--- config.mk ---
export PLATFORM = sky130hd
export DESIGN_NAME = instr_decode_stage
export DESIGN_NICKNAME = d
export VERILOG_FILES = /design/src/common/icache_pkg.sv /design/src/logic/instr_decode_stage.sv
export SDC_FILE = /design/constraint.sdc
export NUM_CORES = 1
export LEC_CHECK = 0
export ABC_AREA = 1
export BUFFER_PORTS_ARGS = -buffer_cell sky130_fd_sc_hd__buf_2
export CAP_MARGIN = 5
export CORE_MARGIN = 2
export CORE_UTILIZATION = 25
export CTS_CLUSTER_SIZE = 14
export DETAILED_ROUTE_END_ITERATION = 6
export MAX_ROUTING_LAYER = met4
export PLACE_DENSITY = 0.51
export SYNTH_ARGS = -nofsm -noshare
export SYNTH_HDL_FRONTEND = slang
export SYNTH_SLANG_ARGS = --single-unit
--- constraint.sdc ---
create_clock -name clk_i -period 9.4 [get_ports clk_i]
set_input_delay 0.47 -clock clk_i [delete_from_list [all_inputs] [get_ports clk_i]]
set_output_delay 0.47 -clock clk_i [all_outputs]
set_load 0.005 [all_outputs]
--- src/common/icache_pkg.sv ---
package icache_pkg;

   // ######################################################################
   // address geometry
   // ######################################################################
   localparam int bus_addr_width = 20;
   localparam int index_width = 4; // 16 lines.
   localparam int offset_width = 5; // 32 words per line.
   localparam int beat_count_width = offset_width - 2; // 8 beats per line.
   localparam int tag_width = bus_addr_width - (index_width + offset_width + 2);
   localparam int line_count = 2 ** index_width;

   // ######################################################################
   // memory bus and instruction words
   // ######################################################################
   localparam int beat_shift = 4; // 16 bytes per beat.
   localparam int bus_data_width = 8 * (2 ** beat_shift);
   localparam int words_per_beat = bus_data_width / 32;
   localparam int instr_width = 30; // bits 31 to 2 of a word.
   localparam logic [instr_width-1:0] illegal_instr = '0;

   // rv32i major opcodes, instruction bits 6 to 2.
   typedef enum logic [4:0] {
      opc_load     = 5'b00000,
      opc_misc_mem = 5'b00011,
      opc_op_imm   = 5'b00100,
      opc_auipc    = 5'b00101,
      opc_store    = 5'b01000,
      opc_op       = 5'b01100,
      opc_lui      = 5'b01101,
      opc_branch   = 5'b11000,
      opc_jalr     = 5'b11001,
      opc_jal      = 5'b11011,
      opc_system   = 5'b11100
   } opcode_e;

   typedef enum logic [2:0] {
      cls_alu     = 3'd0,
      cls_mem     = 3'd1,
      cls_ctrl    = 3'd2,
      cls_sys     = 3'd3,
      cls_illegal = 3'd4
   } instr_class_e;

   typedef enum logic [1:0] {
      st_idle,
      st_request,
      st_wait_beat
   } refill_state_e;

endpackage

--- src/logic/instr_decode_stage.sv ---
module instr_decode_stage (
   input  logic clk_i,
   input  logic rst_i,
   input  logic hit_n_i,
   input  logic [icache_pkg::bus_addr_width-1:2] fetch_addr_i,
   input  logic [icache_pkg::instr_width-1:0] instr_i,
   input  logic stall_i,
   input  logic redirect_i,
   output logic issue_valid_o,
   output logic [icache_pkg::bus_addr_width-1:2] issue_pc_o,
   output logic [icache_pkg::instr_width-1:0] issue_instr_o,
   output icache_pkg::instr_class_e issue_class_o
);
   import icache_pkg::*;

   instr_class_e instr_class;
   logic take;

   // ######################################################################
   // opcode classification
   // ######################################################################
   always_comb begin
      if (instr_i == illegal_instr) begin
         instr_class = cls_illegal;
      end else begin
         case (instr_i[4:0]) // major opcode.
            opc_op, opc_op_imm, opc_lui, opc_auipc: instr_class = cls_alu;
            opc_load, opc_store, opc_misc_mem: instr_class = cls_mem;
            opc_branch, opc_jal, opc_jalr: instr_class = cls_ctrl;
            opc_system: instr_class = cls_sys;
            default: instr_class = cls_illegal;
         endcase
      end
   end

   assign take = hit_n_i && !stall_i && !redirect_i;

   // ######################################################################
   // issue register
   // ######################################################################
   always_ff @(posedge clk_i) begin
      if (rst_i) begin
         issue_valid_o <= 1'b0;
      end else begin
         issue_valid_o <= take;
      end
   end

   always_ff @(posedge clk_i) begin
      if (take) begin
         issue_pc_o <= fetch_addr_i;
         issue_instr_o <= instr_i;
         issue_class_o <= instr_class;
      end
   end

endmodule

==> metrics.yaml, run 1 <==
timing:
  holdWs_ns: 0.3222
  tightest_slew_ns: 0.6436
  fmax_mhz: 729.9
  hold_viol: 0
  setup-tns-final_ns: 0
  rsz0062_at_grt: "no"
  slew_violations: 0
  fin_crit_sh_pct: 14.58
  slew-limit-headroom_pct: 57.09
  setup_viol: 0
  min_period_ns: 1.370
layout:
  insertedDiodeCount: 0
  n_fill_cell: 688
  layout.nets: 271
  area_delta_synth_final_pct: 41.41
  layout-drive-gt1-share_pct: 52.29
die:
  initial_core_util_pct: 26.01
  rows: 30
  core_region_area_um2: 6832
  die_w_um: 88.30
  die_h_um: 88.30
  io_pins: 105
  die_area_um2: 7797
synth:
  synth-edff-count: 51
  syn_nets: 159
  synth.area.top_cells: "edfxtp_1 86%, nor2_1 4.2%, nand2_1 3.4%"
  ys_ff_latch: 52
  netlist_area_um2: 1777
  postSynth.asyncResetShare_pct: 0
  yosysMostFrequentCell: "edfxtp_1"
  yosysSeqAreaShare_pct: 87.32
  synth_top_area_cell: "edfxtp_1"
  syn_area_per_cell_um2: 16.92
  ys.flop_type: "edfxtp_1"
  synth_cell_types: 14
  ys.warnings.count: 0
  syn_inst: 105
  synth_top_area_share_pct: 86.20
  yosys-top-cells-count: "51 x edfxtp_1, 20 x nor2_1, 16 x nand2_1"
setup_path:
  critPathMaxStageDelay_ns: 0.54
  critPathSlowestCell: "buf_4"
  worst_setup_path_start_kind: "primary input"
  critical_path_class: "in2reg"
  crit_fanout: 51
  cp_num_buf_inv: 2
  critPathArrivalTime_ns: 1.30
  crit_path_end_kind: "register"
  crit_chain: "buf_2 > nor3_2 > buf_4"
  critPathRequiredTime_ns: 9.33
  critPathTopFamily: "buffers and inverters"
clock_tree:
  htree_levels: 2
  cts-resized-gates: 0
  clockBufferDepth: 2
  cts_sinks: 52
  cts_hold_buf: 0
  cts_inserted_buffers: 5
  cts_root_buf: "clkbuf_8"
  cts_tree: "built"
  cts_setup_buffers: 0
  path_clk_slew_ns: 0.09
drt:
  drt_iter0_markers: 58
  via_per_inst: 3.809
  dr_total_vias: 1196
  wl_per_cell_um: 12.17
  drc: 0
  firstDrtPassIters: 4
  wirelength_mm: 3.822
  ant_nets: 0
global_route:
  grt_remaining_overflow: 0
  grt_antenna_before_repair: 0
  grt_max_degree: 52
  grt_usage_pct: 9.654
  grt_pass1_vias: 1067
  grt_pass1_wl_mm: 5.347
placed_design:
  port_buffers: 104
  place_congestion: 0.7737
  dp_hpwl_mm: 2.873
power:
  leakagePower_nw: 1.043
  power.density_nw_per_um2: 167.3
  peakVddDrop_v: 0.00004824
run:
  cap_violations: 0
status:
  status: "finished, final reports clean"
min_path:
  hp-class: "in2reg"
==> stage by stage <==
| stage | total power, W | instance area (um^2) | setup slack (ns) | std cells | util (%) |
|---|---|---|---|---|---|
| after floorplan | 0.0002837 | 1777 | 4.830 | 105 | - |
| after global placement | 0.0003081 | 2430 | 7.723 | 306 | 35.57 |
| after detailed placement | 0.0003085 | 2430 | 7.707 | 306 | 35.57 |
| after CTS | 0.0004277 | 2512 | 8.027 | 314 | 36.78 |
| after global routing | 0.0004408 | 2512 | 7.962 | 314 | 36.78 |
| final | 0.0004202 | 2512 | 8.030 | 314 | 36.78 |
==> area by class of cell <==
class | instances | area [um^2] | area share [%]
Tap cell | 96 | 120.1 | 4.781
Sequential cell | 52 | 1551 | 61.75
Inverter | 7 | 26.28 | 1.046
Clock inverter | 3 | 13.76 | 0.5478
Multi-Input combinational cell | 46 | 203.9 | 8.118
Timing Repair Buffer | 105 | 528.0 | 21.02
Clock buffer | 5 | 68.82 | 2.739
==> power by group <==
| group | internal, W | switching [W] |
|---|---|---|
| combinational | 0.0000167 | 0.0000171 |
| sequential | 0.000266 | 0.00000243 |
| clock | 0.0000507 | 0.0000669 |
| total | 0.000334 | 0.0000864 |
==> flip-flops by register name, summed over array words and instances (netlist names) <==
register / flops
issue_pc_o: 18
issue_instr_o: 30
issue_valid_o: 1
issue_class_o: 3
==> layout by cell type (no fill, tap or decap) <==
| cell | Yosys | final |
|---|---|---|
| nor2_1 | 20 | 20 |
| o21ai_1 | 2 | 2 |
| or2_1 | 1 | 1 |
| nand3_1 | 2 | 2 |
| ha_1 | 1 | 1 |
| clkinv_1 | 1 | 2 |
| buf_4 | 0 | 1 |
| buf_2 | 0 | 104 |
| inv_1 | 6 | 6 |
| nor2_2 | 1 | 1 |
| edfxtp_1 | 51 | 51 |
| o21a_1 | 1 | 1 |
| dfxtp_1 | 1 | 1 |
| nor3_2 | 0 | 1 |
| nand2_1 | 16 | 16 |
| clkinv_2 | 0 | 2 |
| nor4_1 | 1 | 1 |
| clkbuf_8 | 0 | 5 |
==> cells by family after synthesis <==
logic type / Yosys count / synth area share, %
AOI/OAI and AO/OA: 3 / 0.9861
adders and majority gates: 1 / 0.7041
buffers and inverters: 7 / 1.479
DFF: 52 / 87.32
and+or+nand+nor: 42 / 9.507
==> path summary, 6_finish.rpt <==
kind                     from             to  slack (ns)  cells past startpoint
worst max-delay path  stall_i  issue_pc_o[9]        8.03                      3
worst min-delay path    rst_i  issue_valid_o        0.32                      2
==> per-layer routing <==
layer  global-route usage, %  part of all wire [%]
met1                   11.79                    43
met2                   14.29                    43
met3                   4.011                    13
met4                   3.719                  0.81
met5                       -                     0
No activity file was read; power rests on OpenSTA's default activity.
==> run 2: changes to the inputs <==
PLACE_DENSITY = 0.53   (was 0.51)
clock period = 1.1 ns   (was 9.4 ns; I/O delays follow)
==> run 2 against run 1 <==
Against the previous run: sequential share of layout area is 11 points lower; critical path depth is 4 higher; design area rose by 23%; total power rose to 9.6 times the previous value; clock-buffer cell count stayed put; cell count up 16%; combinational power grew to 13 times the previous value; sequential cell count stayed put; sequential power rose to 8.6 times the previous value; global-route usage up 1.9 points; via count grew 16%; wire length up 17%; largest power group unchanged.
==> metrics.yaml, run 2 (synthesis results as in run 1) <==
drt:
  via_per_inst: 3.835
  wl_per_cell_um: 12.29
  drt_iter0_markers: 50
  ant_nets: 0
  dr_total_vias: 1392
  drc: 0
  wirelength_mm: 4.461
  firstDrtPassIters: 4
die:
  die_w_um: 88.30
  core_region_area_um2: 6832
  io_pins: 105
  rows: 30
  die_area_um2: 7797
  die_h_um: 88.30
  initial_core_util_pct: 26.01
timing:
  slew_violations: 0
  tightest_slew_ns: 0.2576
  fin_crit_sh_pct: 93.33
  setup-tns-final_ns: 0
  setup_viol: 0
  slew-limit-headroom_pct: 82.77
  fmax_mhz: 974.1
  min_period_ns: 1.027
  hold_viol: 0
  rsz0062_at_grt: "no"
clock_tree:
  cts_sinks: 52
  htree_levels: 2
  cts_root_buf: "clkbuf_8"
  cts_inserted_buffers: 5
  clockBufferDepth: 2
  path_clk_slew_ns: 0.09
  cts_tree: "built"
layout:
  postLayoutCoreUtil_pct: 45.16
  layout-drive-gt1-share_pct: 43.45
  mostFrequentLayoutCells: "100 x buf_2, 51 x edfxtp_1, 48 x dlygate4sd3_1"
  layout.nets: 320
  area_delta_synth_final_pct: 73.66
  top_register: "issue_instr_o"
  largest_reg_flops: 30
  insertedDiodeCount: 0
  reg_top3: "issue_instr_o: 30 flops, issue_pc_o: 18 flops, issue_class_o: 3 flops"
  final_common_cell: "buf_2"
global_route:
  grt_max_degree: 28
  grt_pass1_vias: 1435
  grt_pass1_wl_mm: 6.492
  grt_antenna_before_repair: 0
  grt_remaining_overflow: 0
  grt_usage_pct: 11.57
status:
  status: "finished, final reports clean"
min_path:
  hold_depth: 2
  whs_endpoint: "issue_instr_o[1]"
  hp-class: "in2reg"
  hold_start: "instr_i[1]"
setup_path:
  critical_path_class: "in2reg"
  critPathRequiredTime_ns: 1.17
  critPathArrivalTime_ns: 1.09
  crit_chain: "dlygate4sd3_1 > nor2_1 > nand2_1 > nor2_1 > nand2_1 > nor2_2 > nor2_1"
  critPathMaxStageDelay_ns: 0.59
  worst_setup_path_start_kind: "primary input"
  critPathSlowestCell: "dlygate4sd3_1"
  crit_path_end_kind: "register"
  cp_common_cell: "nor2_1"
  crit_fanout: 2
power:
  power.density_nw_per_um2: 1308
  power_w: 0.004036
  leakagePower_nw: 1.287
  peakVddDrop_v: 0.0004894
run:
  cap_violations: 0
placed_design:
  port_buffers: 104
  dp_hpwl_mm: 2.888
  place_congestion: 0.7193
## run 2: changes by cell type in the layout (fill, tap and decap cells not counted), sizes merged
cell	change
bufinv	+1
buf	-1
dlygate4sd3	+48
clkinv	-1
dlymetal6s4s	+2
## run 2: worst max-delay path, delay by kind of cell
family | cells | cell delay [ns]
and+or+nand+nor | 6 | 0.45
buffers and inverters | 1 | 0.59
## run 2: area by class of cell
type | instances | area, um^2
well taps | 96 | 120.1
clock buffers | 5 | 68.82
clock inverters | 3 | 42.54
inverters | 7 | 26.28
fillers | 641 | 3746
repair buffers | 154 | 1061
multi-input cells | 46 | 215.2
flip-flops and latches | 52 | 1551
## run 2: repair_timing
| item | CTS | global route |
|---|---|---|
| endpoints found under the setup margin | 0 | 2 |
| hold buffers | 50 | 0 |
| gates resized for setup | 0 | 4 |
| hold endpoints to repair | 47 | 0 |
| setup buffers | 0 | 0 |
## run 2: stage by stage
stage	std cells	setup WS [ns]	hold WS, ns	instance area, um^2
after floorplan	105	-0.6435	0.1267	1788
after global placement	309	0.005427	0.2136	2484
after detailed placement	309	-0.009813	0.2211	2484
after CTS	367	0.008706	0.03512	3095
after global routing	363	0.009251	0.02966	3085
final	363	0.07339	0.05173	3085
## run 2: how the worst max path moves through the flow
| stage | start | endpoint | slack [ns] |
|---|---|---|---|
| floorplan | stall_i | issue_class_o[0] | -0.64 |
| global placement | instr_i[0] | issue_class_o[0] | 0.005 |
| detailed placement | instr_i[0] | issue_class_o[0] | -0.01 |
| CTS | instr_i[29] | issue_class_o[0] | 0.009 |
| global route | instr_i[7] | issue_class_o[0] | 0.009 |
| finish | instr_i[7] | issue_class_o[0] | 0.07 |
## run 2: metal layers
metal | track usage, % | up-vias | wire, um
met4 | 3.719 | 0 | 31
met1 | 13.03 | 628 | 1866
met2 | 19.41 | 70 | 2124
met5 | - | - | 0
li1 | - | 692 | -
met3 | 3.918 | 2 | 438
## run 2: report_power, final
group          switching (W)  internal, W  total (W)
registers          0.0000203      0.00228    0.00230
logic               0.000173     0.000269   0.000443
clock network       0.000623     0.000675    0.00130
total               0.000816      0.00322    0.00404
==> run 3: changes to the inputs <==
ABC_AREA = not set   (was 1)
CORE_UTILIZATION = 38   (was 25)
PLACE_DENSITY = 0.75   (was 0.53)
==> run 3 against run 2 <==
Against the previous run: sequential share of layout area up 1.6 points; clock-buffer cell count up 1; global-route usage up 7.0 points; sequential cell count unchanged; critical path type unchanged; largest cell class unchanged; highest routed layer unchanged.
==> metrics.yaml, run 3 <==
setup_path:
  cp_num_buf_inv: 2
  critPathTopFamily: "buffers and inverters"
  critical_path_class: "in2reg"
  crit_path_end_kind: "register"
  crit_chain: "dlygate4sd3_1 > buf_2 > nor2_1 > nand4_1 > a2bb2oi_1"
  crit_cells: 5
  crit_start: "instr_i[14]"
  critPathArrivalTime_ns: 1.11
  critPathSlowestCell: "dlygate4sd3_1"
  critPathRequiredTime_ns: 1.15
  cp-endpoint: "issue_class_o[0]"
  crit_fanout: 2
  worst_setup_path_start_kind: "primary input"
  critPathMaxStageDelay_ns: 0.53
layout:
  area_delta_synth_final_pct: 71.43
  reg_top3: "issue_instr_o: 30 flops, issue_pc_o: 18 flops, issue_class_o: 3 flops"
  largest_reg_flops: 30
  mostFrequentLayoutCells: "104 x buf_2, 51 x edfxtp_1, 44 x dlygate4sd3_1"
  final_cells: 300
  insertedDiodeCount: 0
  top_register: "issue_instr_o"
  final_common_cell: "buf_2"
  layout.nets: 301
  layout-drive-gt1-share_pct: 49.19
global_route:
  grt_pass1_wl_mm: 6.741
  grt_pass1_vias: 1440
  grt_max_degree: 33
  grt_antenna_before_repair: 0
  grt_remaining_overflow: 0
  grt_usage_pct: 18.58
drt:
  drc: 0
  wl_per_cell_um: 15.25
  drt_iter0_markers: 82
  ant_nets: 0
  dr_total_vias: 1388
  wirelength_mm: 4.574
  firstDrtPassIters: 4
  via_per_inst: 4.627
synth:
  synth_top_family_by_area: "simple AND/OR/NAND/NOR gates"
  syn_nets: 136
  synth-compound-area-share_pct: 2.369
  synth_top_area_share_pct: 87.87
  synth_top_area_cell: "edfxtp_1"
  yosys-top-cells-count: "51 x edfxtp_1, 5 x nor4_1, 4 x inv_1"
  synthAdderAreaFrac_pct: 0.7179
  postSynth.asyncResetShare_pct: 0
  synth.area.top_cells: "edfxtp_1 88%, nor4_1 1.8%, dfxtp_1 1.1%"
  ys_ff_latch: 52
  synth-edff-count: 51
  syn_area_per_cell_um2: 21.26
  syn_inst: 82
  synth_cell_types: 21
  ys.warnings.count: 0
  yosysMostFrequentCell: "edfxtp_1"
  netlist_area_um2: 1743
  synth_xor_area_share_pct: 0.5025
  yosysSeqAreaShare_pct: 89.02
  ys.flop_type: "edfxtp_1"
  synth-simple-area-share_pct: 6.533
  synth_mux_area_share_pct: 0
timing:
  fin_ws_ns: 0.04278
  fmax_mhz: 945.9
  setup-tns-final_ns: 0
  slew_violations: 0
  tightest_slew_ns: 0.3945
  rsz0062_at_grt: "no"
  fin_crit_sh_pct: 96.11
  hold_viol: 0
  setup_viol: 0
  slew-limit-headroom_pct: 73.46
  min_period_ns: 1.057
die:
  io_pins: 105
  initial_core_util_pct: 39.75
  die_area_um2: 5144
  rows: 24
  core_region_area_um2: 4384
  die_w_um: 71.73
  die_h_um: 71.73
clock_tree:
  cts_sinks: 52
  cts-resized-gates: 0
  path_clk_slew_ns: 0.08
  cts_root_buf: "clkbuf_8"
  clockBufferDepth: 2
  cts_inserted_buffers: 5
  cts_tree: "built"
  htree_levels: 2
min_path:
  hold_depth: 2
  hp-class: "in2reg"
power:
  peakVddDrop_v: 0.0005068
  leakagePower_nw: 1.242
  power.density_nw_per_um2: 1333
run:
  cap_violations: 0
status:
  status: "finished, final reports clean"
placed_design:
  dpl.cell_count: 248
  port_buffers: 104
  place_congestion: 0.7662
  dp_hpwl_mm: 2.902
  dp_slack_ns: -0.1951
-- run 3: cell types whose count changed in the layout (fill, tap and decap cells not counted), moves of 4 or more --
cell / previous run / this run
nand2_1: 15 / 1
nor4_1: 1 / 5
nor2_1: 19 / 2
buf_4: 2 / 8
dlygate4sd3_1: 48 / 44
buf_2: 100 / 104
-- run 3: how the worst min path moves through the flow --
stage / start / end / slack, ns
floorplan: rst_i / issue_valid_o / 0.13
global placement: rst_i / issue_valid_o / 0.21
detailed placement: rst_i / issue_valid_o / 0.21
CTS: instr_i[0] / issue_instr_o[0] / 0.04
global route: instr_i[0] / issue_instr_o[0] / 0.04
finish: instr_i[0] / issue_instr_o[0] / 0.05
-- run 3: logic make-up after synthesis --
group	after synthesis
buffers and inverters	4
AND/OR/NAND/NOR	19
adder cells (fa/ha/maj)	1
XOR/XNOR	1
AO/OA/AOI/OAI	5
flip-flops	52
-- run 3: area by class of cell --
type / count / area (um^2)
inverter: 4 / 15.01
timing repair buffer: 158 / 1061
clock buffer: 6 / 72.57
multi-input combinational: 26 / 187.7
clock inverter: 2 / 35.03
tap: 52 / 65.06
sequential: 52 / 1551
fill: 304 / 1396
-- run 3: stage by stage --
step / power, W / cell area (um^2) / utilization [%] / hold WS [ns]
floorplan: 0.002416 / 1754 / - / 0.1266
global placement: 0.002648 / 2440 / 55.65 / 0.2106
detailed placement: 0.002659 / 2440 / 55.65 / 0.2149
CTS: 0.004031 / 2988 / 68.15 / 0.03526
global route: 0.004124 / 2988 / 68.15 / 0.04096
finish: 0.003983 / 2988 / 68.15 / 0.05218
-- run 3: where the power goes --
| part | leakage (nW) | switching (W) | internal, W |
|---|---|---|---|
| Combinational | 0.713 | 0.000173 | 0.000272 |
| Clock | 0.0552 | 0.000564 | 0.000675 |
| Sequential | 0.475 | 0.0000223 | 0.00228 |
-- run 3: layer usage --
layer  wire length, um  up-vias  global-route usage, %
met4                77        0                  7.757
met2              2464       69                  34.26
met1              1627      655                  17.77
met5                 0        -                      -
met3               405        7                  5.626
li1                  -      657                      -
-- run 3: what timing repair did --
action                    CTS  global route
hold endpoints to repair   44             0
hold buffers               44             0
buffers inserted            0             0
