[src/common/icache_pkg.sv]
package icache_pkg;

   // ######################################################################
   // address geometry
   // ######################################################################
   localparam int bus_addr_width = 20;
   localparam int index_width = 4; // 16 lines.
   localparam int offset_width = 5; // 32 words per line.
   localparam int beat_count_width = offset_width - 2; // 8 beats per line.
   localparam int tag_width = bus_addr_width - (index_width + offset_width + 2);
   localparam int line_count = 2 ** index_width;

   // ######################################################################
   // memory bus and instruction words
   // ######################################################################
   localparam int beat_shift = 4; // 16 bytes per beat.
   localparam int bus_data_width = 8 * (2 ** beat_shift);
   localparam int words_per_beat = bus_data_width / 32;
   localparam int instr_width = 30; // bits 31 to 2 of a word.
   localparam logic [instr_width-1:0] illegal_instr = '0;

   // rv32i major opcodes, instruction bits 6 to 2.
   typedef enum logic [4:0] {
      opc_load     = 5'b00000,
      opc_misc_mem = 5'b00011,
      opc_op_imm   = 5'b00100,
      opc_auipc    = 5'b00101,
      opc_store    = 5'b01000,
      opc_op       = 5'b01100,
      opc_lui      = 5'b01101,
      opc_branch   = 5'b11000,
      opc_jalr     = 5'b11001,
      opc_jal      = 5'b11011,
      opc_system   = 5'b11100
   } opcode_e;

   typedef enum logic [2:0] {
      cls_alu     = 3'd0,
      cls_mem     = 3'd1,
      cls_ctrl    = 3'd2,
      cls_sys     = 3'd3,
      cls_illegal = 3'd4
   } instr_class_e;

   typedef enum logic [1:0] {
      st_idle,
      st_request,
      st_wait_beat
   } refill_state_e;

endpackage

[src/logic/fetch_sequencer.sv]
module fetch_sequencer (
   input  logic clk_i,
   input  logic rst_i,
   input  logic redirect_i,
   input  logic [icache_pkg::bus_addr_width-1:2] redirect_pc_i,
   input  logic stall_i,
   input  logic hit_n_i,
   output logic [icache_pkg::bus_addr_width-1:2] fetch_addr_o
);
   import icache_pkg::*;

   logic [bus_addr_width-1:2] pc;

   // ######################################################################
   // program counter
   // ######################################################################
   always_ff @(posedge clk_i) begin
      if (rst_i) begin
         pc <= '0;
      end else if (redirect_i) begin
         pc <= redirect_pc_i; // redirect wins over stall and hit.
      end else if (!stall_i && hit_n_i) begin
         pc <= pc + 1'b1; // next word.
      end
   end

   // holds on a miss or a stall.
   assign fetch_addr_o = pc;

endmodule

[config.mk]
export PLATFORM = sky130hd
export DESIGN_NAME = fetch_sequencer
export DESIGN_NICKNAME = d
export VERILOG_FILES = /design/src/common/icache_pkg.sv /design/src/logic/fetch_sequencer.sv
export SDC_FILE = /design/constraint.sdc
export NUM_CORES = 1
export LEC_CHECK = 0
export BUFFER_PORTS_ARGS = -buffer_cell sky130_fd_sc_hd__buf_2
export CORE_ASPECT_RATIO = 1.5
export CORE_MARGIN = 2
export CORE_UTILIZATION = 30
export CTS_BUF_LIST = sky130_fd_sc_hd__clkbuf_8
export DETAILED_ROUTE_END_ITERATION = 6
export HOLD_SLACK_MARGIN = 0.03
export PLACE_DENSITY_LB_ADDON = 0.05
export SYNTH_ARGS = -nofsm -noshare
export SYNTH_HDL_FRONTEND = slang
export SYNTH_SLANG_ARGS = --single-unit
export TNS_END_PERCENT = 1
[constraint.sdc]
create_clock -name clk_i -period 1.9 [get_ports clk_i]
set_input_delay 0 -clock clk_i [delete_from_list [all_inputs] [get_ports clk_i]]
set_output_delay 0 -clock clk_i [all_outputs]
set_load 0.01 [all_outputs]
==> results of run 1 <==
-- path summary, 6_finish.rpt --
kind | slack [ns] | startpoint | to | cells after the start
worst min-delay path | 0.04 | redirect_pc_i[13] | fetch_addr_o[13]$_SDFFE_PP0P_ | 3
worst max register to register | 0.29 | fetch_addr_o[2]$_SDFFE_PP0P_ | fetch_addr_o[16]$_SDFFE_PP0P_ | 5
worst max-delay path | 0.29 | fetch_addr_o[2]$_SDFFE_PP0P_ | fetch_addr_o[16]$_SDFFE_PP0P_ | 5
worst min register to register | 0.60 | fetch_addr_o[10]$_SDFFE_PP0P_ | fetch_addr_o[11]$_SDFFE_PP0P_ | 2
-- kinds of logic (layout without fill, tap and decap cells) --
logic type / Yosys count / after routing / share of synthesized area
mux: 1 / 1 / 0.01039
simple gates: 54 / 54 / 0.3268
buf+inv: 12 / 63 / 0.05195
fa+ha+maj: 1 / 1 / 0.01155
compound gates: 24 / 24 / 0.1697
flops: 18 / 18 / 0.3326
xor+xnor: 12 / 12 / 0.09700
-- layer usage --
layer / share of wire / up-vias / track usage / wire, um
met2: 0.52 / 24 / 0.2888 / 1513
li1: - / 545 / - / -
met4: 0.011 / 0 / 0.06154 / 33
met3: 0.033 / 4 / 0.01731 / 96
met5: 0 / - / 0 / 0
met1: 0.43 / 505 / 0.1838 / 1239
-- power by group --
| group | leakage (nW) | total (mW) | switching, mW | internal, mW |
|---|---|---|---|---|
| clock network | 0.0216 | 0.275 | 0.134 | 0.141 |
| logic | 0.434 | 0.170 | 0.0808 | 0.0892 |
| registers | 0.150 | 0.442 | 0.0378 | 0.404 |
-- placed cells by master (no fill, tap or decap), drive strengths merged, types with 2 or more instances in the layout --
cell | synthesis | routed
buf | 4 | 42
dfxtp | 18 | 18
nor2 | 15 | 15
xnor2 | 11 | 11
dlygate4sd3 | 0 | 11
nand2 | 11 | 11
a211oi | 10 | 10
nor3 | 7 | 7
inv | 6 | 6
a21oi | 6 | 6
nand3 | 5 | 5
nor4 | 5 | 5
clkbuf | 1 | 3
nand4 | 3 | 3
o31a | 2 | 2
and4 | 2 | 2
nand3b | 2 | 2
-- worst reg2reg max path: cells and delay by family, from the launching register on --
kind,cells,cell delay (ns)
AND/OR/NAND/NOR,2,0.59
flip-flops,1,0.41
AO/OA/AOI/OAI,1,0.22
adder cells (fa/ha/maj),1,0.19
XOR/XNOR,1,0.11
-- Yosys cell counts --
| cell type | instances | share of area |
|---|---|---|
| mux2_2 | 1 | 0.010 |
| a211oi_1 | 8 | 0.055 |
| o211ai_1 | 1 | 0.0069 |
| a31oi_1 | 1 | 0.0058 |
| nand3_1 | 5 | 0.023 |
| nand4_4 | 1 | 0.020 |
| buf_6 | 1 | 0.010 |
| nor4_2 | 5 | 0.058 |
| nand3b_1 | 1 | 0.0069 |
| xor2_1 | 1 | 0.0081 |
| and2b_1 | 1 | 0.0069 |
| a211oi_2 | 2 | 0.023 |
| o31a_1 | 2 | 0.016 |
| nor3_1 | 4 | 0.018 |
| nand4_2 | 1 | 0.012 |
| a2111oi_2 | 1 | 0.014 |
| xnor2_1 | 11 | 0.089 |
| dfxtp_1 | 18 | 0.33 |
| nand3b_2 | 1 | 0.010 |
| and3_1 | 1 | 0.0058 |
| o22a_1 | 1 | 0.0081 |
| o21ai_0 | 1 | 0.0046 |
| ha_1 | 1 | 0.012 |
| buf_2 | 3 | 0.014 |
| or3_1 | 1 | 0.0058 |
| nand2_1 | 10 | 0.035 |
| clkbuf_1 | 1 | 0.0035 |
| a311oi_1 | 1 | 0.0081 |
| nor2_1 | 15 | 0.052 |
| a21oi_1 | 6 | 0.028 |
| nand4_1 | 1 | 0.0058 |
| and4_1 | 2 | 0.016 |
| clkinv_1 | 1 | 0.0035 |
| nor3_2 | 3 | 0.028 |
| inv_1 | 6 | 0.021 |
| nand2_4 | 1 | 0.010 |
| nand4b_2 | 1 | 0.014 |
-- final cells by class --
type,instances,area share
multi-input cells,92,0.4528
flip-flops and latches,18,0.2447
repair buffers,53,0.2209
well taps,42,0.03568
clock buffers,3,0.02804
inverters,7,0.01784
-- timing repair --
| action | 4_1_cts | 5_1_grt |
|---|---|---|
| endpoints found under the hold margin | 11 | 0 |
| setup buffers | 0 | 0 |
| hold buffers | 11 | 0 |
-- metrics by stage --
step / cells / area [um2] / power (mW) / util / hold WS [ns]
after global routing: 215 / 1473 / 0.9384 / 0.4271 / 0.06635
after detailed placement: 201 / 1321 / 0.6074 / 0.3832 / 0.2629
after global placement: 201 / 1321 / 0.6040 / 0.3832 / 0.2550
after CTS: 215 / 1473 / 0.9022 / 0.4271 / 0.05031
final: 215 / 1473 / 0.8871 / 0.4271 / 0.04251
after floorplan: 122 / 1084 / 0.5366 / - / 0.1446
==> summary.txt, run 1 <==
Cells and area
  – Multi-input gate area: 666.9 um2
  – Max FFs per register: 18
  – Synthesis-to-layout area growth: 35.91%
  – Layout filler cell count: 400
  – Share of layout cells above drive strength 1: 0.3584
  – Nets: 199
  – Ant diodes: 0
  – Sequential cell area: 360.3 um2

Global routing
  – Vias in the first global route: 1090
  – All-Layer GR Usage: 0.1599
  – First-pass GRT wire length: 5030 um
  – Congestion Overflow GR: 0
  – Antenna violations before repair: 0
  – Largest net degree at the start of global routing: 21

STA
  – Slew Viols, Final: 0
  – Worst Skew: 0.001878 ns
  – Final WS setup: 0.2919 ns
  – Fin. Hold Viols: 0
  – RSZ-0062 raised after global routing: false
  – Slew margin rel.: 0.7188
  – Worst-Margin Slew: 0.4219 ns
  – Fin crit share: 0.8464
  – Maximum clock rate: 0.6219 GHz
  – Fin Setup TNS: 0 ns
  – Min cycle time layout: 1.608 ns
  – Setup Viol. Count Final: 0

Setup path
  – Worst path slowest cell: dfxtp_1
  – Critical path buffers and inverters: 0
  – Max FO, Critical Path: 8
  – Critical path's top delay family: simple AND/OR/NAND/NOR gates
  – Crit-path cells: ha_1, nand3b_2, nor4_2, xnor2_1, a211oi_2
  – Setup crit start kind: flip-flop
  – CP required: 2.08 ns
  – CP peak stage delay: 0.41 ns
  – Crit end category: flip-flop
  – Critical setup path kind: reg -> reg
  – CP Data Arrival Time: 1.78 ns

Routing
  – DRC Markers: 0
  – DR vias: 1078
  – Iteration-0 DRC Markers: 6
  – DR WL/cell: 13.41 um
  – Antenna viol nets, final: 0
  – Total Routed Length: 2883 um
  – Drt first pass iters: 2
  – DR vias/cell: 5.014

Placement
  – DP HPWL: 2088 um
  – Worst slack, placed: 0.2999 ns
  – # port buffers: 40
  – Routability congestion estimate: 0.6933

Clocking
  – Number of CTS-inserted buffers: 3
  – CTS tree: built
  – CTS Buffer Depth: 2
  – Root Driver: clkbuf_8
  – H-tree levels: 1
  – CTS clk-pin slew, worst paths: 0.07 ns
  – Resize count post-CTS: 0
  – Clock latency on the worst-skew pair: 0.25 ns
  – CTS Sinks: 18

Power and ir drop
  – Pwr dens: 602.4 nW/um2
  – Maximum VDD drop: 0.3139 mV
  – Leakage Power: 0.6051 nW

Floorplan
  – IO Pins: 41
  – Die height: 77.61 um
  – Row count: 26
  – Die area: 4119 um2
  – Placeable Area: 3448 um2
  – Chip Width: 53.07 um
  – Initial Util: 0.3142

Synthesis
  – Netlist cell types: 37
  – Synthesized area: 1084 um2
  – Synth warnings: 0
  – Seq cells post-synth: 18
  – Avg Synthesized Cell Area: 8.881 um2
  – Seq/Total Area, Yosys: 0.3326
  – Synth Net Count: 146
  – Syn Inst Count: 122

Worst hold path
  – Hold crit path type: in -> reg

Flow run
  – Maxcap violations: 0

Status
  – Outcome: finished clean
Note: power is estimated with default switching activity, not from simulation.
==> run 2: changes to the inputs <==
==> constraint.sdc (replaced) <==
create_clock -name clk_i -period 1.5 [get_ports clk_i]
set_input_delay 0 -clock clk_i [delete_from_list [all_inputs] [get_ports clk_i]]
set_output_delay 0 -clock clk_i [all_outputs]
set_load 0.01 [all_outputs]
==> run 2 against run 1 <==
Net effect:
- register-to-register slack lost 0.22 ns
- critical path depth down 1
- routed wire length up 1.3%
- utilization is 3.6 points higher
- clock power is 25% higher
- combinational power up 52%
- final area is 8.4% higher
- global-route usage fell by 1.1 points
- sequential power increased by 23%
==> summary.txt, run 2 (same netlist as run 1, synthesis figures left out) <==
Clocking
  – Root Driver: clkbuf_8 (unchanged)
  – Number of CTS-inserted buffers: 3 (unchanged)
  – Clock latency on the worst-skew pair: 0.25 ns (about the same)
  – CTS Buffer Depth: 2 (unchanged)
  – CTS clk-pin slew, worst paths: 0.07 ns (about the same)
  – H-tree levels: 1 (unchanged)
  – CTS tree: built (unchanged)
  – Post-CTS Setup Bufs: 0 (unchanged)
  – CTS Sinks: 18 (unchanged)

Setup path
  – RR Startpoint: fetch_addr_o[3]$_SDFFE_PP0P_ (was fetch_addr_o[2]$_SDFFE_PP0P_)
  – CP Data Arrival Time: 1.59 ns (was 1.78 ns)
  – CP peak stage delay: 0.36 ns (was 0.41 ns)
  – Crit end category: flip-flop (unchanged)
  – Critical Path Start: fetch_addr_o[3]$_SDFFE_PP0P_ (was fetch_addr_o[2]$_SDFFE_PP0P_)
  – Critical setup path kind: reg -> reg (unchanged)
  – CP required: 1.66 ns (was 2.08 ns)
  – Worst path slowest cell: dfxtp_2 (was dfxtp_1)
  – Setup crit start kind: flip-flop (unchanged)
  – Max FO, Critical Path: 8 (unchanged)
  – Crit-path cells: ha_1, nand3b_4, or3_1, a311oi_2 (was ha_1, nand3b_2, nor4_2, xnor2_1, a211oi_2)

Cells and area
  – Share of layout cells above drive strength 1: 0.4378 (was 0.3584)
  – Multi-input gate area: 701.9 um2 (was 666.9 um2)
  – Non-Filler Instances: 227 (was 215)
  – Most frequent cells in the layout: 40 x buf_2, 16 x buf_4, 15 x nor2_1, 15 x dfxtp_1, 11 x xnor2_1 (was 40 x buf_2, 18 x dfxtp_1, 15 x nor2_1, 11 x xnor2_1, 11 x dlygate4sd3_1)
  – Synthesis-to-layout area growth: 47.34% (was 35.91%)
  – Sequential cell area: 364.1 um2 (was 360.3 um2)
  – Ant diodes: 0 (unchanged)
  – Max FFs per register: 18 (unchanged)
  – Layout filler cell count: 376 (was 400)
  – Nets: 211 (was 199)
  – Commonest non-fill, non-tap cell in the layout: buf_2 (unchanged)

Routing
  – Met2 WL: 1496 um (was 1513 um)
  – Iteration-0 DRC Markers: 9 (was 6)
  – Antenna viol nets, final: 0 (unchanged)
  – Top sig layer: met4 (unchanged)
  – DR vias: 1089 (was 1078)
  – Drt first pass iters: 4 (was 2)
  – DR vias/cell: 4.797 (was 5.014)
  – Total Routed Length: 2921 um (was 2883 um)
  – DRC Markers: 0 (unchanged)
  – Metal-1 WL: 1286 um (was 1239 um)
  – Met3 wire length: 114 um (was 96 um)
  – DR WL/cell: 12.87 um (was 13.41 um)

STA
  – Final WS setup: 0.06833 ns (was 0.2919 ns)
  – Maximum clock rate: 0.6985 GHz (was 0.6219 GHz)
  – Fin crit share: 0.9544 (was 0.8464)
  – Setup Viol. Count Final: 0 (unchanged)
  – Fin. Hold Viols: 0 (unchanged)
  – Min cycle time layout: 1.432 ns (was 1.608 ns)
  – RSZ-0062 raised after global routing: false (unchanged)
  – Worst-Margin Slew: 0.4481 ns (was 0.4219 ns)
  – Slew Viols, Final: 0 (unchanged)
  – Slew margin rel.: 0.7013 (was 0.7188)
  – Worst Skew: 0.006653 ns (was 0.001878 ns)

Global routing
  – All-Layer GR Usage: 0.1491 (was 0.1599)
  – Largest net degree at the start of global routing: 21 (unchanged)
  – Antenna violations before repair: 0 (unchanged)
  – Congestion Overflow GR: 0 (unchanged)
  – First-pass GRT wire length: 4698 um (was 5030 um)
  – Vias in the first global route: 1047 (was 1090)

Placement
  – DP HPWL: 2174 um (was 2088 um)
  – Routability congestion estimate: 0.7614 (was 0.6933)
  – Placed instance count: 215 (was 201)
  – Worst slack, placed: -0.002906 ns (was 0.2999 ns)
  – # port buffers: 40 (unchanged)

Flow run
  – Maxcap violations: 0 (unchanged)

Floorplan
  – Die area: 4119 um2 (unchanged)
  – Row count: 26 (unchanged)
  – Placeable Area: 3448 um2 (unchanged)
  – Die height: 77.61 um (unchanged)
  – Initial Util: 0.3142 (unchanged)
  – Chip Width: 53.07 um (unchanged)
  – IO Pins: 41 (unchanged)

Power and ir drop
  – Maximum VDD drop: 0.3648 mV (was 0.3139 mV)
  – Pwr dens: 718.9 nW/um2 (was 602.4 nW/um2)
  – Leakage Power: 0.7134 nW (was 0.6051 nW)

Worst hold path
  – Hold crit path type: in -> reg (unchanged)
  – HP Start: redirect_pc_i[14] (was redirect_pc_i[13])

Status
  – Outcome: finished clean (unchanged)
[run 2: critical path, delay by kind of cell (launching register included)]
kind	cells	cell delay, ns
AOI/OAI and AO/OA	1	0.27
and+or+nand+nor	2	0.52
DFF	1	0.36
adders and majority gates	1	0.19
[run 2: layer usage]
layer	GRT usage	vias to the layer above
met5	0	-
met4	0.05385	0
met3	0.01731	2
met2	0.2625	26
met1	0.1786	493
li1	-	568
[run 2: stage by stage]
step | power, mW | hold WS (ns) | cell area [um2] | util | TNS, ns
floorplan | 0.6797 | 0.1446 | 1084 | - | 0
global placement | 0.7893 | 0.2583 | 1426 | 0.4136 | 0
detailed placement | 0.7934 | 0.2667 | 1426 | 0.4136 | -0.002906
CTS | 1.165 | 0.03660 | 1567 | 0.4543 | 0
global route | 1.216 | 0.03907 | 1597 | 0.4630 | 0
finish | 1.148 | 0.03757 | 1597 | 0.4630 | 0
[run 2: final cells by class]
cell class,count,area share
multi-input cells,92,0.4397
repair buffers,65,0.2571
flip-flops and latches,18,0.2281
well taps,42,0.03292
clock buffers,3,0.02586
inverters,7,0.01646
[run 2: power by group]
group | internal (mW) | leakage (nW) | switching, mW | total, mW
combinational | 0.133 | 0.541 | 0.126 | 0.259
clock | 0.178 | 0.0216 | 0.166 | 0.344
sequential | 0.513 | 0.151 | 0.0308 | 0.544
total | 0.825 | 0.713 | 0.323 | 1.15
[run 2: what timing repair did]
item / CTS / global route
hold endpoints to repair: 9 / 0
setup endpoints to repair: 2 / 5
hold buffers: 9 / 0
resized for setup: 1 / 7
pin swaps: 1 / 1
[run 2: final timing paths]
check | endpoint | slack, ns | cells past startpoint
max | fetch_addr_o[6]$_SDFFE_PP0P_ | 0.07 | 4
min | fetch_addr_o[14]$_SDFFE_PP0P_ | 0.04 | 3
max reg2reg | fetch_addr_o[6]$_SDFFE_PP0P_ | 0.07 | 4
min reg2reg | fetch_addr_o[9]$_SDFFE_PP0P_ | 0.59 | 2
==> run 3: changes to the inputs <==
--- a/config.mk
+++ b/config.mk
@@ -6,9 +6,11 @@
 export NUM_CORES = 1
 export LEC_CHECK = 0
 export BUFFER_PORTS_ARGS = -buffer_cell sky130_fd_sc_hd__buf_2
+export CELL_PAD_IN_SITES_DETAIL_PLACEMENT = 1
+export CELL_PAD_IN_SITES_GLOBAL_PLACEMENT = 2
 export CORE_ASPECT_RATIO = 1.5
 export CORE_MARGIN = 2
-export CORE_UTILIZATION = 30
+export CORE_UTILIZATION = 28
 export CTS_BUF_LIST = sky130_fd_sc_hd__clkbuf_8
 export DETAILED_ROUTE_END_ITERATION = 6
 export HOLD_SLACK_MARGIN = 0.03
==> run 3 against run 2 <==
Net effect:
- clock skew fell by 0.0013 ns
- fmax rose by 1.9%
- clock power rose by 18%
- critical path depth rose by 1
- die area rose by 6.7%
- flip-flop and latch count did not move
- largest power group unchanged
- global-route usage rose by 0.43 points
- via count rose by 5.1%
- highest routed layer unchanged
- largest cell class unchanged
- final area rose by 2.7%
==> summary.txt, run 3 (same netlist as run 1, synthesis figures left out) <==
STA
  – Slew margin rel.: 0.7024 (was 0.7013)
  – Min cycle time layout: 1.405 ns (was 1.432 ns)
  – Fin crit share: 0.9369 (was 0.9544)
  – Setup Viol. Count Final: 0 (unchanged)
  – Worst Skew: 0.005350 ns (was 0.006653 ns)
  – Worst-Margin Slew: 0.4464 ns (was 0.4481 ns)
  – Fin. Hold Viols: 0 (unchanged)
  – Slew Viols, Final: 0 (unchanged)
  – Maximum clock rate: 0.7116 GHz (was 0.6985 GHz)

Power and ir drop
  – Maximum VDD drop: 0.4292 mV (was 0.3648 mV)
  – Leakage Power: 0.7329 nW (was 0.7134 nW)
  – Total power: 1.214 mW (was 1.148 mW)
  – Pwr dens: 740.7 nW/um2 (was 718.9 nW/um2)

Global routing
  – Vias in the first global route: 1126 (was 1047)
  – Antenna violations before repair: 0 (unchanged)
  – All-Layer GR Usage: 0.1534 (was 0.1491)
  – First-pass GRT wire length: 4940 um (was 4698 um)
  – Largest net degree at the start of global routing: 27 (was 21)
  – Congestion Overflow GR: 0 (unchanged)

Clocking
  – CTS tree: built (unchanged)
  – CTS clk-pin slew, worst paths: 0.08 ns (was 0.07 ns)
  – CTS Sinks: 18 (unchanged)
  – Clock latency on the worst-skew pair: 0.25 ns (about the same)
  – Root Driver: clkbuf_8 (unchanged)
  – H-tree levels: 1 (unchanged)
  – CTS Buffer Depth: 2 (unchanged)
  – Number of CTS-inserted buffers: 3 (unchanged)

Placement
  – Placed instance area: 1435 um2 (was 1426 um2)
  – # port buffers: 40 (unchanged)
  – DP HPWL: 2474 um (was 2174 um)
  – Routability congestion estimate: 0.7131 (was 0.7614)

Cells and area
  – Layout filler cell count: 455 (was 376)
  – Ant diodes: 0 (unchanged)
  – Post-route cell area: 1639 um2 (was 1597 um2)
  – Synthesis-to-layout area growth: 51.27% (was 47.34%)
  – Share of layout cells above drive strength 1: 0.4392 (was 0.4378)
  – Max FFs per register: 18 (unchanged)
  – Nets: 214 (was 211)
  – Commonest non-fill, non-tap cell in the layout: buf_2 (unchanged)
  – Most frequent cells in the layout: 40 x buf_2, 18 x buf_4, 16 x dfxtp_1, 15 x nor2_1, 11 x xnor2_1 (was 40 x buf_2, 16 x buf_4, 15 x nor2_1, 15 x dfxtp_1, 11 x xnor2_1)

Setup path
  – Crit end category: flip-flop (unchanged)
  – Setup crit start kind: flip-flop (unchanged)
  – CP Data Arrival Time: 1.56 ns (was 1.59 ns)
  – Max FO, Critical Path: 7 (was 8)
  – CP required: 1.66 ns (about the same)
  – Worst path slowest cell: dfxtp_1 (was dfxtp_2)
  – CP peak stage delay: 0.41 ns (was 0.36 ns)
  – Crit-path cells: nand4_4, nor3_2, buf_4, nand2_1, a2111oi_2 (was ha_1, nand3b_4, or3_1, a311oi_2)
  – Critical setup path kind: reg -> reg (unchanged)

Floorplan
  – IO Pins: 41 (unchanged)
  – Placeable Area: 3682 um2 (was 3448 um2)
  – Initial Util: 0.2943 (was 0.3142)
  – Die area: 4394 um2 (was 4119 um2)
  – Chip Width: 54.79 um (was 53.07 um)
  – Die height: 80.19 um (was 77.61 um)
  – Row count: 27 (was 26)

Routing
  – DR WL/cell: 13.77 um (was 12.87 um)
  – DRC Markers: 0 (unchanged)
  – Antenna viol nets, final: 0 (unchanged)
  – Iteration-0 DRC Markers: 13 (was 9)
  – DR vias/cell: 4.931 (was 4.797)
  – DR vias: 1144 (was 1089)
  – Drt first pass iters: 4 (unchanged)
  – Total Routed Length: 3195 um (was 2921 um)

Flow run
  – Maxcap violations: 0 (unchanged)

Status
  – Outcome: finished clean (unchanged)

Worst hold path
  – Hold crit path type: in -> reg (unchanged)
==> run 3: where the power goes <==
part / internal (mW) / switching, mW / total (mW)
sequential: 0.511 / 0.0295 / 0.540
combinational: 0.138 / 0.131 / 0.269
clock: 0.233 / 0.171 / 0.405
total: 0.882 / 0.332 / 1.21
==> run 3: worst paths after layout <==
kind	from	end	slack (ns)	cells after the start
setup / recovery	fetch_addr_o[9]$_SDFFE_PP0P_	fetch_addr_o[11]$_SDFFE_PP0P_	0.09	5
hold / removal	redirect_pc_i[13]	fetch_addr_o[13]$_SDFFE_PP0P_	0.04	3
setup reg to reg	fetch_addr_o[9]$_SDFFE_PP0P_	fetch_addr_o[11]$_SDFFE_PP0P_	0.09	5
hold reg to reg	fetch_addr_o[18]$_SDFFE_PP0P_	fetch_addr_o[18]$_SDFFE_PP0P_	0.59	2
==> run 3: final cells by class <==
class	count	area, um2	area share
Clock buffer	4	55.05	0.03359
Inverter	7	26.28	0.01603
Multi-Input combinational cell	92	700.7	0.4275
Sequential cell	18	367.9	0.2244
Tap cell	43	53.80	0.03282
Timing Repair Buffer	68	435.4	0.2656
==> run 3: per-stage QoR <==
stage | TNS, ns | cells | setup WS, ns | util | hold slack [ns]
3_5_place_dp | -0.06356 | 217 | -0.04273 | 0.3897 | 0.2609
4_1_cts | 0 | 231 | 0.008501 | 0.4343 | 0.03775
2_1_floorplan | 0 | 122 | 0.02349 | - | 0.1446
3_3_place_gp | 0 | 217 | 0.04025 | 0.3897 | 0.2592
5_1_grt | -0.001720 | 232 | -0.001720 | 0.4451 | 0.04763
6_report | 0 | 232 | 0.09466 | 0.4451 | 0.04274
==> run 3: layer usage <==
metal | vias to the layer above | track usage | wire length, um
met4 | 0 | 0.04250 | 28
met3 | 5 | 0.02602 | 118
li1 | 577 | - | -
met2 | 26 | 0.2869 | 1780
met5 | - | 0 | 0
met1 | 536 | 0.1657 | 1267
==> run 3: timing repair <==
action / 4_1_cts / 5_1_grt
pin swaps: 1 / 0
endpoints found under the hold margin: 10 / 0
endpoints found under the setup margin: 3 / 8
resized for setup: 1 / 8
buffers inserted: 0 / 1
hold buffers: 10 / 0
==> run 3: worst max-delay path, delay by kind of cell (launching register included) <==
kind | cells | cell delay (ns)
buf+inv | 1 | 0.16
flops | 1 | 0.41
compound gates | 1 | 0.29
simple gates | 3 | 0.45
